===== src/logic/sdramPkg.sv =====
// SDRAM command encodings, address-word union, timing constants and FSM state codes

package sdramPkg;

	//////////////////////////////////////////////////
	// widths and command word
	//////////////////////////////////////////////////

	localparam int unsigned AddrWidth  = 13;            // row address pins A12..A0
	localparam int unsigned TimerWidth = 16;            // all down counters

	// bit order is CKE, CS_L, RAS_L, CAS_L, WE_L
	typedef logic [4:0] sdramCmd_t;

	localparam sdramCmd_t CmdPowerUp      = 5'b00000;   // CKE and CS low while power settles
	localparam sdramCmd_t CmdNop          = 5'b10111;
	localparam sdramCmd_t CmdPrechargeAll = 5'b10010;   // needs A10 high
	localparam sdramCmd_t CmdAutoRefresh  = 5'b10001;
	localparam sdramCmd_t CmdModeSet      = 5'b10000;   // mode value on the address pins

	// one 13-bit address word, read as mode fields or as a precharge word
	typedef union packed {
		struct packed {
			logic [2:0] reserved;                        // A12..A10, kept zero
			logic       writeBurst;                      // A9, 1 = single-word writes
			logic [1:0] opMode;                          // A8..A7, standard operation
			logic [2:0] casLatency;                      // A6..A4
			logic       burstType;                       // A3, 0 = sequential
			logic [2:0] burstLength;                     // A2..A0, 0 = one word
		} modeView;
		struct packed {
			logic [1:0] upper;                           // A12..A11, don't care
			logic       allBanks;                        // A10 selects every bank
			logic [9:0] lower;                           // A9..A0, don't care
		} prechargeView;
	} sdramAddr_u;

	localparam logic [2:0] ModeBurstLen1   = 3'b000;
	localparam logic       ModeSequential  = 1'b0;
	localparam logic [2:0] ModeCas2        = 3'b010;
	localparam logic [1:0] ModeStandardOp  = 2'b00;
	localparam logic       ModeSingleWrite = 1'b1;

	// same fields packed flat, 0x220
	localparam logic [AddrWidth-1:0] ModeWord = {3'b000, ModeSingleWrite, ModeStandardOp,
		ModeCas2, ModeSequential, ModeBurstLen1};

	//////////////////////////////////////////////////
	// timing, in 20 ns clock cycles
	//////////////////////////////////////////////////

	localparam int unsigned PowerUpCycles    = 5000;    // 100 us power-up wait
	localparam int unsigned InitRefreshCount = 10;
	localparam int unsigned RefreshNops      = 3;       // gap after each auto-refresh
	localparam int unsigned ModeSetNops      = 3;
	localparam int unsigned RefreshInterval  = 375;     // 7.5 us of idle nops
	localparam int unsigned RefreshSeqCycles = 6;       // pre, nop, refresh, three nops
	localparam int unsigned RefreshPeriod    = RefreshInterval + RefreshSeqCycles;

	// pin cycles from reset release up to the last mode-set nop
	localparam int unsigned InitCycles = PowerUpCycles + 3 +
		InitRefreshCount * (1 + RefreshNops) + 1 + ModeSetNops;

	// counter preloads, each counts down to zero inclusive
	localparam logic [TimerWidth-1:0] PowerUpLoad      = TimerWidth'(PowerUpCycles - 1);
	localparam logic [TimerWidth-1:0] RefreshNopLoad   = TimerWidth'(RefreshNops - 1);
	localparam logic [TimerWidth-1:0] ModeNopLoad      = TimerWidth'(ModeSetNops - 1);
	localparam logic [TimerWidth-1:0] RefreshCountLoad = TimerWidth'(InitRefreshCount - 1);
	// two idle cycles are spent releasing and regaining the bus grant
	localparam logic [TimerWidth-1:0] RefreshLoad      = TimerWidth'(RefreshInterval - 2);

	//////////////////////////////////////////////////
	// state codes
	//////////////////////////////////////////////////

	localparam int unsigned InitStateWidth = 4;
	localparam logic [InitStateWidth-1:0] InitPowerUp      = 4'd0;
	localparam logic [InitStateWidth-1:0] InitNop          = 4'd1;
	localparam logic [InitStateWidth-1:0] InitPrecharge    = 4'd2;
	localparam logic [InitStateWidth-1:0] InitPrechargeNop = 4'd3;
	localparam logic [InitStateWidth-1:0] InitRefresh      = 4'd4;
	localparam logic [InitStateWidth-1:0] InitRefreshNop   = 4'd5;
	localparam logic [InitStateWidth-1:0] InitModeSet      = 4'd6;
	localparam logic [InitStateWidth-1:0] InitModeNop      = 4'd7;
	localparam logic [InitStateWidth-1:0] InitIdle         = 4'd8;

	localparam int unsigned RefStateWidth = 2;
	localparam logic [RefStateWidth-1:0] RefIdle  = 2'd0;   // waiting for init to finish
	localparam logic [RefStateWidth-1:0] RefCount = 2'd1;   // interval running
	localparam logic [RefStateWidth-1:0] RefSeq   = 2'd2;   // six-command sequence

	localparam logic [TimerWidth-1:0] RefStepPrecharge = TimerWidth'(0);
	localparam logic [TimerWidth-1:0] RefStepRefresh   = TimerWidth'(2);
	localparam logic [TimerWidth-1:0] RefStepLast      = TimerWidth'(RefreshSeqCycles - 1);

endpackage


===== src/logic/commandArbiter.sv =====
// command bus arbiter: registered grant, owner command select and SDRAM pin register
`timescale 1ns/1ps

module commandArbiter import sdramPkg::*; (
	input  logic                 Clock,        // 50 MHz controller clock
	input  logic                 Reset_L,      // async, active low
	input  logic                 initReq,      // init sequencer wants the bus
	input  logic                 refReq,       // refresh engine wants the bus
	input  sdramCmd_t            initCmd,
	input  sdramCmd_t            refCmd,
	input  sdramAddr_u           initAddr,
	input  sdramAddr_u           refAddr,
	output logic                 initGrant,    // registered grant to init
	output logic                 refGrant,     // registered grant to refresh
	output logic                 SDram_CKE_H,  // clock enable, active high
	output logic                 SDram_CS_L,   // chip select
	output logic                 SDram_RAS_L,
	output logic                 SDram_CAS_L,
	output logic                 SDram_WE_L,
	output logic [AddrWidth-1:0] SDram_Addr    // row address / mode value
);

	logic       nextInitGrant;
	logic       nextRefGrant;
	sdramCmd_t  busCmd;                        // granted command, before the pins
	sdramAddr_u busAddr;

	//////////////////////////////////////////////////
	// grant register
	//////////////////////////////////////////////////

	// owner keeps the bus while it requests, then init wins a tie
	always_comb begin
		nextInitGrant = 1'b0;
		nextRefGrant  = 1'b0;
		if (initGrant && initReq) begin
			nextInitGrant = 1'b1;
		end else if (refGrant && refReq) begin
			nextRefGrant = 1'b1;
		end else if (initReq) begin
			nextInitGrant = 1'b1;
		end else if (refReq) begin
			nextRefGrant = 1'b1;
		end
	end

	always_ff @(posedge Clock or negedge Reset_L) begin
		if (!Reset_L) begin
			initGrant <= 1'b1;                 // init owns the bus out of reset
			refGrant  <= 1'b0;
		end else begin
			initGrant <= nextInitGrant;
			refGrant  <= nextRefGrant;
		end
	end

	//////////////////////////////////////////////////
	// command select and pin register
	//////////////////////////////////////////////////

	always_comb begin
		busCmd  = CmdNop;                      // nobody granted
		busAddr = '0;
		if (initGrant) begin
			busCmd  = initCmd;
			busAddr = initAddr;
		end else if (refGrant) begin
			busCmd  = refCmd;
			busAddr = refAddr;
		end
	end

	always_ff @(posedge Clock or negedge Reset_L) begin
		if (!Reset_L) begin
			{SDram_CKE_H, SDram_CS_L, SDram_RAS_L, SDram_CAS_L, SDram_WE_L} <= CmdPowerUp;
			SDram_Addr <= '0;
		end else begin
			{SDram_CKE_H, SDram_CS_L, SDram_RAS_L, SDram_CAS_L, SDram_WE_L} <= busCmd;
			SDram_Addr <= busAddr;             // pins lag the peer by one cycle
		end
	end

	oneOwner: assert property (@(posedge Clock) disable iff (!Reset_L)
		!(initGrant && refGrant));

	// a fresh grant always answers a request from the cycle before
	grantNeedsReq: assert property (@(posedge Clock) disable iff (!Reset_L)
		($rose(initGrant) |-> $past(initReq)) and ($rose(refGrant) |-> $past(refReq)));

endmodule


===== src/logic/initSequencer.sv =====
// init sequencer FSM: power-up wait, precharge-all, refresh burst, mode set, CPU reset release
`timescale 1ns/1ps

module initSequencer import sdramPkg::*; (
	input  logic       Clock,                // 50 MHz controller clock
	input  logic       Reset_L,              // async, active low
	input  logic       initGrant,            // bus is ours this cycle
	output logic       initReq,              // held until the sequence ends
	output logic       initDone,             // level, high once init is over
	output sdramCmd_t  initCmd,              // command offered to the arbiter
	output sdramAddr_u initAddr,             // address word offered with it
	output logic       ResetOut_L            // CPU reset, released after init
);

	logic [InitStateWidth-1:0] state;        // current init step
	logic [TimerWidth-1:0]     timer;        // power-up wait and nop gaps
	logic [TimerWidth-1:0]     refreshLeft;  // refreshes still owed after this one
	logic                      timerZero;

	assign timerZero = (timer == '0);
	assign initDone  = (state == InitIdle);
	assign initReq   = !initDone;            // released for good at the end

	//////////////////////////////////////////////////
	// sequence FSM, advances only while granted
	//////////////////////////////////////////////////

	always_ff @(posedge Clock or negedge Reset_L) begin
		if (!Reset_L) begin
			state       <= InitPowerUp;
			timer       <= PowerUpLoad;      // wait starts with the first edge
			refreshLeft <= RefreshCountLoad;
		end else if (initGrant) begin
			case (state)
				InitPowerUp: begin
					if (timerZero) begin
						state <= InitNop;
					end else begin
						timer <= timer - 1'b1;
					end
				end
				InitNop: begin
					state <= InitPrecharge;      // first nop with CKE high
				end
				InitPrecharge: begin
					state <= InitPrechargeNop;
				end
				InitPrechargeNop: begin
					state <= InitRefresh;
				end
				InitRefresh: begin
					state <= InitRefreshNop;
					timer <= RefreshNopLoad;     // tRC gap
				end
				InitRefreshNop: begin
					if (!timerZero) begin
						timer <= timer - 1'b1;
					end else if (refreshLeft == '0) begin
						state <= InitModeSet;    // burst complete
					end else begin
						state       <= InitRefresh;
						refreshLeft <= refreshLeft - 1'b1;
					end
				end
				InitModeSet: begin
					state <= InitModeNop;
					timer <= ModeNopLoad;        // tMRD gap
				end
				InitModeNop: begin
					if (timerZero) begin
						state <= InitIdle;
					end else begin
						timer <= timer - 1'b1;
					end
				end
				default: begin
					state <= InitIdle;           // parked, refresh engine owns the bus
				end
			endcase
		end
	end

	// one cycle behind initDone, same stage as the pin register
	always_ff @(posedge Clock or negedge Reset_L) begin
		if (!Reset_L) begin
			ResetOut_L <= 1'b0;
		end else begin
			ResetOut_L <= initDone;
		end
	end

	//////////////////////////////////////////////////
	// command and address decode
	//////////////////////////////////////////////////

	always_comb begin
		initCmd  = CmdNop;                       // every gap state is a nop
		initAddr = '0;
		case (state)
			InitPowerUp: begin
				initCmd = CmdPowerUp;
			end
			InitPrecharge: begin
				initCmd                         = CmdPrechargeAll;
				initAddr.prechargeView.allBanks = 1'b1;
			end
			InitRefresh: begin
				initCmd = CmdAutoRefresh;
			end
			InitModeSet: begin
				initCmd                       = CmdModeSet;
				initAddr.modeView.burstLength = ModeBurstLen1;
				initAddr.modeView.burstType   = ModeSequential;
				initAddr.modeView.casLatency  = ModeCas2;
				initAddr.modeView.opMode      = ModeStandardOp;
				initAddr.modeView.writeBurst  = ModeSingleWrite;
			end
			default: begin
				initCmd = CmdNop;
			end
		endcase
	end

	// init never restarts short of a reset
	doneStaysHigh: assert property (@(posedge Clock) disable iff (!Reset_L)
		initDone |=> initDone);

endmodule


===== src/logic/refreshEngine.sv =====
// refresh engine: interval timer and the periodic precharge-all / auto-refresh sequence
`timescale 1ns/1ps

module refreshEngine import sdramPkg::*; (
	input  logic       Clock,               // 50 MHz controller clock
	input  logic       Reset_L,             // async, active low
	input  logic       initDone,            // init sequencer has finished
	input  logic       refGrant,            // bus is ours this cycle
	output logic       refReq,              // held through the whole sequence
	output sdramCmd_t  refCmd,              // command offered to the arbiter
	output sdramAddr_u refAddr              // address word offered with it
);

	logic [RefStateWidth-1:0] state;
	logic [TimerWidth-1:0]    interval;     // idle cycles left before the next sequence
	logic [TimerWidth-1:0]    seqStep;      // position inside the six commands

	//////////////////////////////////////////////////
	// interval timer and sequence stepping
	//////////////////////////////////////////////////

	always_ff @(posedge Clock or negedge Reset_L) begin
		if (!Reset_L) begin
			state    <= RefIdle;
			interval <= '0;
			seqStep  <= '0;
		end else begin
			case (state)
				RefIdle: begin
					if (initDone) begin
						state    <= RefCount;
						interval <= RefreshLoad;   // first interval starts here
					end
				end
				RefCount: begin
					if (interval == '0) begin
						state   <= RefSeq;         // raise the request
						seqStep <= '0;
					end else begin
						interval <= interval - 1'b1;
					end
				end
				RefSeq: begin
					if (refGrant) begin           // hold the step until granted
						if (seqStep == RefStepLast) begin
							state    <= RefCount;
							interval <= RefreshLoad; // reload on the last nop
						end else begin
							seqStep <= seqStep + 1'b1;
						end
					end
				end
				default: begin
					state <= RefIdle;
				end
			endcase
		end
	end

	assign refReq = (state == RefSeq);

	// precharge at step 0, refresh at step 2, nops elsewhere
	always_comb begin
		refCmd  = CmdNop;
		refAddr = '0;
		if (refReq) begin
			case (seqStep)
				RefStepPrecharge: begin
					refCmd                         = CmdPrechargeAll;
					refAddr.prechargeView.allBanks = 1'b1;
				end
				RefStepRefresh: begin
					refCmd = CmdAutoRefresh;
				end
				default: begin
					refCmd = CmdNop;
				end
			endcase
		end
	end

	// periodic refresh only ever starts after init has let go of the bus
	noRefreshBeforeInit: assert property (@(posedge Clock) disable iff (!Reset_L)
		$rose(refReq) |-> initDone);

endmodule


===== src/logic/sdramController.sv =====
// SDRAM controller top level: init sequencer and refresh engine sharing the pins via the arbiter
`timescale 1ns/1ps

module sdramController import sdramPkg::*; (
	input  logic                 Clock,        // 50 MHz controller clock
	input  logic                 Reset_L,      // async, active low
	output logic                 SDram_CKE_H,
	output logic                 SDram_CS_L,
	output logic                 SDram_RAS_L,
	output logic                 SDram_CAS_L,
	output logic                 SDram_WE_L,
	output logic [AddrWidth-1:0] SDram_Addr,
	output logic                 ResetOut_L    // CPU held in reset until init ends
);

	logic       initReq;
	logic       initGrant;
	logic       initDone;                     // init finished, refresh may start
	sdramCmd_t  initCmd;
	sdramAddr_u initAddr;
	logic       refReq;
	logic       refGrant;
	sdramCmd_t  refCmd;
	sdramAddr_u refAddr;

	initSequencer initSeq (
		.Clock      (Clock),
		.Reset_L    (Reset_L),
		.initGrant  (initGrant),
		.initReq    (initReq),
		.initDone   (initDone),
		.initCmd    (initCmd),
		.initAddr   (initAddr),
		.ResetOut_L (ResetOut_L)
	);

	refreshEngine refEng (
		.Clock    (Clock),
		.Reset_L  (Reset_L),
		.initDone (initDone),
		.refGrant (refGrant),
		.refReq   (refReq),
		.refCmd   (refCmd),
		.refAddr  (refAddr)
	);

	commandArbiter cmdArb (
		.Clock       (Clock),
		.Reset_L     (Reset_L),
		.initReq     (initReq),
		.refReq      (refReq),
		.initCmd     (initCmd),
		.refCmd      (refCmd),
		.initAddr    (initAddr),
		.refAddr     (refAddr),
		.initGrant   (initGrant),
		.refGrant    (refGrant),
		.SDram_CKE_H (SDram_CKE_H),
		.SDram_CS_L  (SDram_CS_L),
		.SDram_RAS_L (SDram_RAS_L),
		.SDram_CAS_L (SDram_CAS_L),
		.SDram_WE_L  (SDram_WE_L),
		.SDram_Addr  (SDram_Addr)
	);

endmodule


===== config.mk =====
export PLATFORM = sky130hd
export DESIGN_NAME = sdramController
export DESIGN_NICKNAME = d
export VERILOG_FILES = /design/src/logic/sdramPkg.sv /design/src/logic/commandArbiter.sv /design/src/logic/initSequencer.sv /design/src/logic/refreshEngine.sv /design/src/logic/sdramController.sv
export SDC_FILE = /design/constraint.sdc
export NUM_CORES = 1
export LEC_CHECK = 0
export BUFFER_PORTS_ARGS = -buffer_cell sky130_fd_sc_hd__buf_2
export CORE_MARGIN = 5
export CORE_UTILIZATION = 45
export DETAILED_ROUTE_END_ITERATION = 8
export PLACE_DENSITY = 0.67
export REMOVE_ABC_BUFFERS = 1
export SLEW_MARGIN = 20
export SYNTH_ARGS = -nofsm -noshare
export SYNTH_HDL_FRONTEND = slang
export SYNTH_HIERARCHICAL = 1
export SYNTH_SLANG_ARGS = --single-unit

===== constraint.sdc =====
create_clock -name Clock -period 4.5 [get_ports Clock]
set_clock_uncertainty 0.2 [all_clocks]
set_input_delay 0.9 -clock Clock [delete_from_list [all_inputs] [get_ports Clock]]
set_output_delay 0.9 -clock Clock [all_outputs]
set_load 0.02 [all_outputs]

== Word level (Yosys, flattened, before mapping) ==
Cells that the tools add are included.

* Magnitude comparators: 0
* Bitwise gates (word level): 1
* Eq/ne operators: 22
* $add $sub $neg: 4
* Muxes and demuxes: 39
* Shift operators: 0
* Multipliers: 0
* Div/mod/pow operators: 0
* Reductions and logical operators: 20

{| class="wikitable"
|+ Operator list
! operator !! count
|-
| $mux W16 || 8
|-
| $logic_not A16 Y1 || 4
|-
| $pmux W16 S2 || 2
|-
| $pmux W16 S3 || 1
|-
| $sub A16 B1 Y16 const B || 3
|-
| $pmux W4 S8 || 1
|-
| $pmux W5 S4 || 1
|-
| $add A16 B1 Y16 const B || 1
|-
| $eq A16 B2 Y1 const B || 1
|-
| $eq A16 B3 Y1 const B || 1
|-
| $eq A4 B3 Y1 const B || 4
|-
| $reduce_and A4 Y1 || 4
|-
| $mux W5 || 3
|-
| $mux W13 || 1
|-
| $mux W4 || 3
|-
| $ne A2 B2 Y1 const B || 6
|-
| $mux W11 || 1
|-
| $mux W1 || 10
|-
| $mux W10 || 1
|-
| $mux W2 || 5
|-
| $eq A4 B2 Y1 const B || 2
|-
| $ne A2 B1 Y1 const B || 4
|-
| $pmux W2 S3 || 1
|-
| $pmux W3 S2 || 1
|-
| other kinds (15) || 17
|}

* Bits in latches: 0
* Logic and storage cells: 101
* Memory bits (writable): 0
* Memories: 0
* Output and inout port bits: 19
* Flip-flop bits (word level): 91
* Memory bits (read-only): 0

== Longest topological paths before layout ==
* Depth in word-level cells: 5
* Depth in mapped cells: 8
* Gate-level depth less buffers: 7

== By module ==
Netlist, hierarchy kept.

{| class="wikitable"
|+ By module, submodules not included
! module !! cells an instance !! instances !! area each (µm²)
|-
| refreshEngine || 258 || 1 || 2416.1
|-
| initSequencer || 218 || 1 || 2134.5
|-
| commandArbiter || 50 || 1 || 747.0
|}

== Least setup slack after synthesis ==
OpenSTA, ideal clock, no wires.

* Path kind: reg-to-reg
* Start point: register initSeq.refreshLeft[0]
* End point: register initSeq.refreshLeft[3]
* Arrival time: 1.846 ns
* Stages on the path, launching flop included: 8
* Buffers on the path: 0
* Library setup time: 0.080 ns
* Data required time: 4.220 ns
* Path slack: 2.374 ns
* Path through: dfstp_2 inv_1 ha_1 nor4b_1 nand4b_1 nand4_4 or4_4 xnor2_2

* Word-level cells in the longest chain between the ends: 3

{| class="wikitable"
|+ RTL lines
! item !! RTL line !! text
|-
| start, declared || initSequencer.sv:17 || <nowiki>logic [TimerWidth-1:0] refreshLeft;</nowiki>
|-
| start signal, assigned || initSequencer.sv:32 || <nowiki>refreshLeft <= RefreshCountLoad;</nowiki>
|-
| start signal, assigned || initSequencer.sv:62 || <nowiki>refreshLeft <= refreshLeft - 1'b1;</nowiki>
|-
| branches (longest 3 deep; another with $sub A16 B1 Y16) || n/a ||
|}

Parallel ways; which one is timed is not known.
A chain may end at the register's enable or synchronous reset.

== Final worst setup path ==
* Start point: register refEng.interval[14]
* End point: register refEng.seqStep[3]

* Word-level cells in the longest chain between the ends: 3

{| class="wikitable"
|+ RTL lines
! item !! RTL line !! text
|-
| start, declared || refreshEngine.sv:15 || <nowiki>logic [TimerWidth-1:0] interval;</nowiki>
|-
| start signal, assigned || refreshEngine.sv:32 || <nowiki>interval <= RefreshLoad;</nowiki>
|-
| start signal, assigned || refreshEngine.sv:40 || <nowiki>interval <= interval - 1'b1;</nowiki>
|-
| start signal, assigned || refreshEngine.sv:47 || <nowiki>interval <= RefreshLoad;</nowiki>
|-
| $logic_not A16 Y1 || refreshEngine.sv:36 || <nowiki>if (interval == '0) begin</nowiki>
|-
| $ne A2 B1 Y1 (no source line) || n/a ||
|-
| $reduce_and A4 Y1 (no source line) || n/a ||
|-
| end signal, assigned || refreshEngine.sv:49 || <nowiki>seqStep <= seqStep + 1'b1;</nowiki>
|-
| end, declared || refreshEngine.sv:16 || <nowiki>logic [TimerWidth-1:0] seqStep;</nowiki>
|}

Every way passes these cells.

==> reports/metrics.cfg <==
[global_routing]
gr-usage-met1 = 0.200
antenna_found_initial = 0
grt.met3_usage = 0.0411
overflow = 0
grt_busiest_layer = met2
gr-usage-met2 = 0.251
grt_use_total = 0.152
grt_max_degree = 73
grt_pass1_wl_mm = 17.9
grt_pass1_vias = 3778

[synthesis]
ys_types = 77
yosysWarnings = 6
syn-instance-count = 526
ys_seq_elements = 91
synth_edf_count = 0
ys.flop_type = dfrtp_1
synth.avg_cell_area_um2 = 10.1
syn_area_mm2 = 0.00530
yosysSeqAreaShare = 0.432
synthArstFlopShare = 1.00

[worst_setup_path]
crit_type = reg2reg
crit_end = refEng/seqStep[3]
path_max_fanout = 15
setup.worst_path.start_class = register
critPathBufInv = 0
cp.depth = 4
critPathCaptureType = register
reg2regPathDepth = 4
timing.critical_path.from = refEng/interval[14]
rrSetupSlack_ps = 1870
r2r-start = refEng/interval[14]
cp.arrival_ps = 2620
critPathRequiredTime_ps = 4480
critPathSlowestCell = and2_0
worstPathCellList = or4_4 -> nor4_4 -> and2_0 -> a21oi_1
critPathMaxStageDelay_ps = 740
worst_r2r_endpoint = refEng/seqStep[3]
critPathTopFamily = simple AND/OR/NAND/NOR gates

[detailed_routing]
vias_per_cell = 5.74
drcViolationCount = 0
antenna_left = 0
wl_per_cell_um = 15.1
wl_mm = 10.2
drtIter0Drc = 311
dr.pass1.iters = 5
vias = 3900

[pwr]
p_int_w = 0.00120
p_comb_frac = 0.013
p_leak_nw = 2.60
peakVddDrop_uv = 198
pwr-share-clk = 0.458
power.switching_w = 0.000347
pwr-share-seq = 0.529
powerDensity_mw_per_mm2 = 277
p_sw_frac = 0.224

[die]
row_count = 39
fp.dieH_um = 119
core_area_mm2 = 0.0115
io_pins = 21
fp.dieW_um = 119
die-area_mm2 = 0.0140
start_util = 0.462

[place]
dp_hpwl_mm = 6.96
placed_cell_area_mm2 = 0.00531
place.gp.congestion = 0.830
numPortBuffers = 20
place_ws_ps = 1860

[layout]
drive_gt1_frac = 0.170
antenna_cells = 0
nFillCells = 1057
final_cell_area_mm2 = 0.00559
nets = 540
area_growth_pct = 5.60

[flow_run]
maxCapViolations = 0

[cts]
postCtsResizedCells = 0
cts.path.max_buffers = 2
root_buffer = clkbuf_16
cts_hold_buf = 0
cts_tree = done
clkSinkCount = 91
clock_latency_ps = 340
postCtsSetupBuffers = 0
clk_pin_slew_ps = 70
htreeDepth = 3
cts_buffers = 9

[sta]
fin_setup_tns_ps = 0
hold_ws_ps = 283
hold_violations = 0
setup_ws_ps = 1870
max_slew.worst_pin.slew_ps = 996
final-setup-viol-count = 0
clock.fmax_mhz = 380
min_period_ps = 2630
rsz0062_at_grt = no
slew_headroom = 0.336
final_max_slew_viol_count = 0
final.period_utilization = 0.586

[min_path]
hp-class = reg2reg

[run_status]
status = finished, final reports clean

[area by class of cell]
type	instances	area, um^2	area share
multi-input cells	385	2650	0.474
flip-flops and latches	91	2290	0.409
clock buffers	10	229	0.0409
well taps	143	179	0.0320
repair buffers	21	110	0.0197
inverters	23	86.3	0.0154
clock inverters	6	48.8	0.00872
[flip-flops by register name, indices dropped and copies added (netlist names)]
signal and flops:
cmdArb/initGrant 1, refEng/interval 16, refEng/seqStep 16, cmdArb/SDram_CS_L 1
cmdArb/refGrant 1, cmdArb/SDram_CKE_H 1, cmdArb/SDram_WE_L 1, initSeq/timer 16
cmdArb/SDram_Addr 13, cmdArb/SDram_CAS_L 1, refEng/state 2, initSeq/refreshLeft 16
initSeq/state 4, initSeq/ResetOut_L 1, cmdArb/SDram_RAS_L 1
[synthesized netlist by cell type (6+ instances only)]
library cell / instances / area, um^2
a22o_1: 15 / 131
or3_1: 9 / 56.3
and2_1: 6 / 37.5
xor2_1: 16 / 140
nor2_1: 26 / 97.6
nand4_1: 14 / 87.6
inv_1: 23 / 86.3
o21ai_0: 13 / 65.1
dfstp_2: 10 / 263
buf_6: 6 / 67.6
buf_4: 27 / 203
or4_1: 10 / 75.1
nand2b_1: 7 / 43.8
o31ai_1: 9 / 67.6
buf_2: 7 / 35.0
nor3_1: 19 / 95.1
nand3_1: 13 / 65.1
clkbuf_1: 8 / 30.0
nor2b_1: 8 / 50.1
nor4_1: 15 / 93.8
ha_1: 7 / 87.6
nand2_1: 33 / 124
dfrtp_1: 81 / 2030
a21oi_1: 26 / 130
[kinds of logic after synthesis]
family,after synthesis,share of synthesized area
AND/OR/NAND/NOR,216,0.265
AO/OA/AOI/OAI,109,0.150
flip-flops,91,0.432
buffers and inverters,72,0.0834
XOR/XNOR,21,0.0361
adder cells (fa/ha/maj),7,0.0165
multiplexers,7,0.0144
other,3,0.00213
[worst min path at each step]
stage                                        from                       to  slack [ps]  cells after the start
final                     initSeq/refreshLeft[13]  initSeq/refreshLeft[13]         280                      1
after global routing      initSeq/refreshLeft[13]  initSeq/refreshLeft[13]         310                      1
after CTS                 initSeq/refreshLeft[13]  initSeq/refreshLeft[13]         290                      1
after detailed placement  initSeq/refreshLeft[13]  initSeq/refreshLeft[13]         280                      1
after global placement    initSeq/refreshLeft[13]  initSeq/refreshLeft[13]         260                      1
after floorplan           initSeq/refreshLeft[13]  initSeq/refreshLeft[13]         240                      1
[per-layer routing]
metal	wire [um]	up-vias
met5	0	-
met4	149	0
met3	399	15
met2	4880	81
met1	4820	1892
li1	-	1912
[power groups by stage]
stage / Combinational (W) / Clock, W / Sequential (W)
after CTS: 0.0000205 / 0.000730 / 0.000818
after global placement: 0.0000201 / 0 / 0.000833
final: 0.0000198 / 0.000709 / 0.000818
after global routing: 0.0000249 / 0.000771 / 0.000817
after detailed placement: 0.0000206 / 0 / 0.000833
after floorplan: 0.00000247 / 0 / 0.000834
[cell usage in the layout (no fill, tap or decap), types with 6 or more instances in the layout]
cell type   n
nor4_1     15
o31ai_1     9
or3_1       9
nand3_1    13
and2_1      6
nand2_1    33
nor2_1     25
conb_1     25
nand4_1    14
a21oi_1    26
dfstp_2    10
nor2b_1     8
ha_1        7
o21ai_0    13
nand2b_1    7
inv_1      23
a22o_1     15
xor2_1     16
or4_1      10
buf_2      19
nor3_1     19
clkbuf_16   9
dfrtp_1    81
[worst register-to-register path, stage by stage (launching register included)]
cell and delay [ps]:
dfrtp_1 450, or4_4 600, nor4_4 390, and2_0 740
a21oi_1 90
[per-stage QoR]
| stage | power [W] | util | cells |
|---|---|---|---|
| after floorplan | 0.000836 | - | 499 |
| after global placement | 0.000853 | 0.463 | 663 |
| after detailed placement | 0.000854 | 0.463 | 663 |
| after CTS | 0.00157 | 0.488 | 679 |
| after global routing | 0.00161 | 0.488 | 679 |
| final | 0.00155 | 0.488 | 679 |
(Power assumes the default switching activity.)
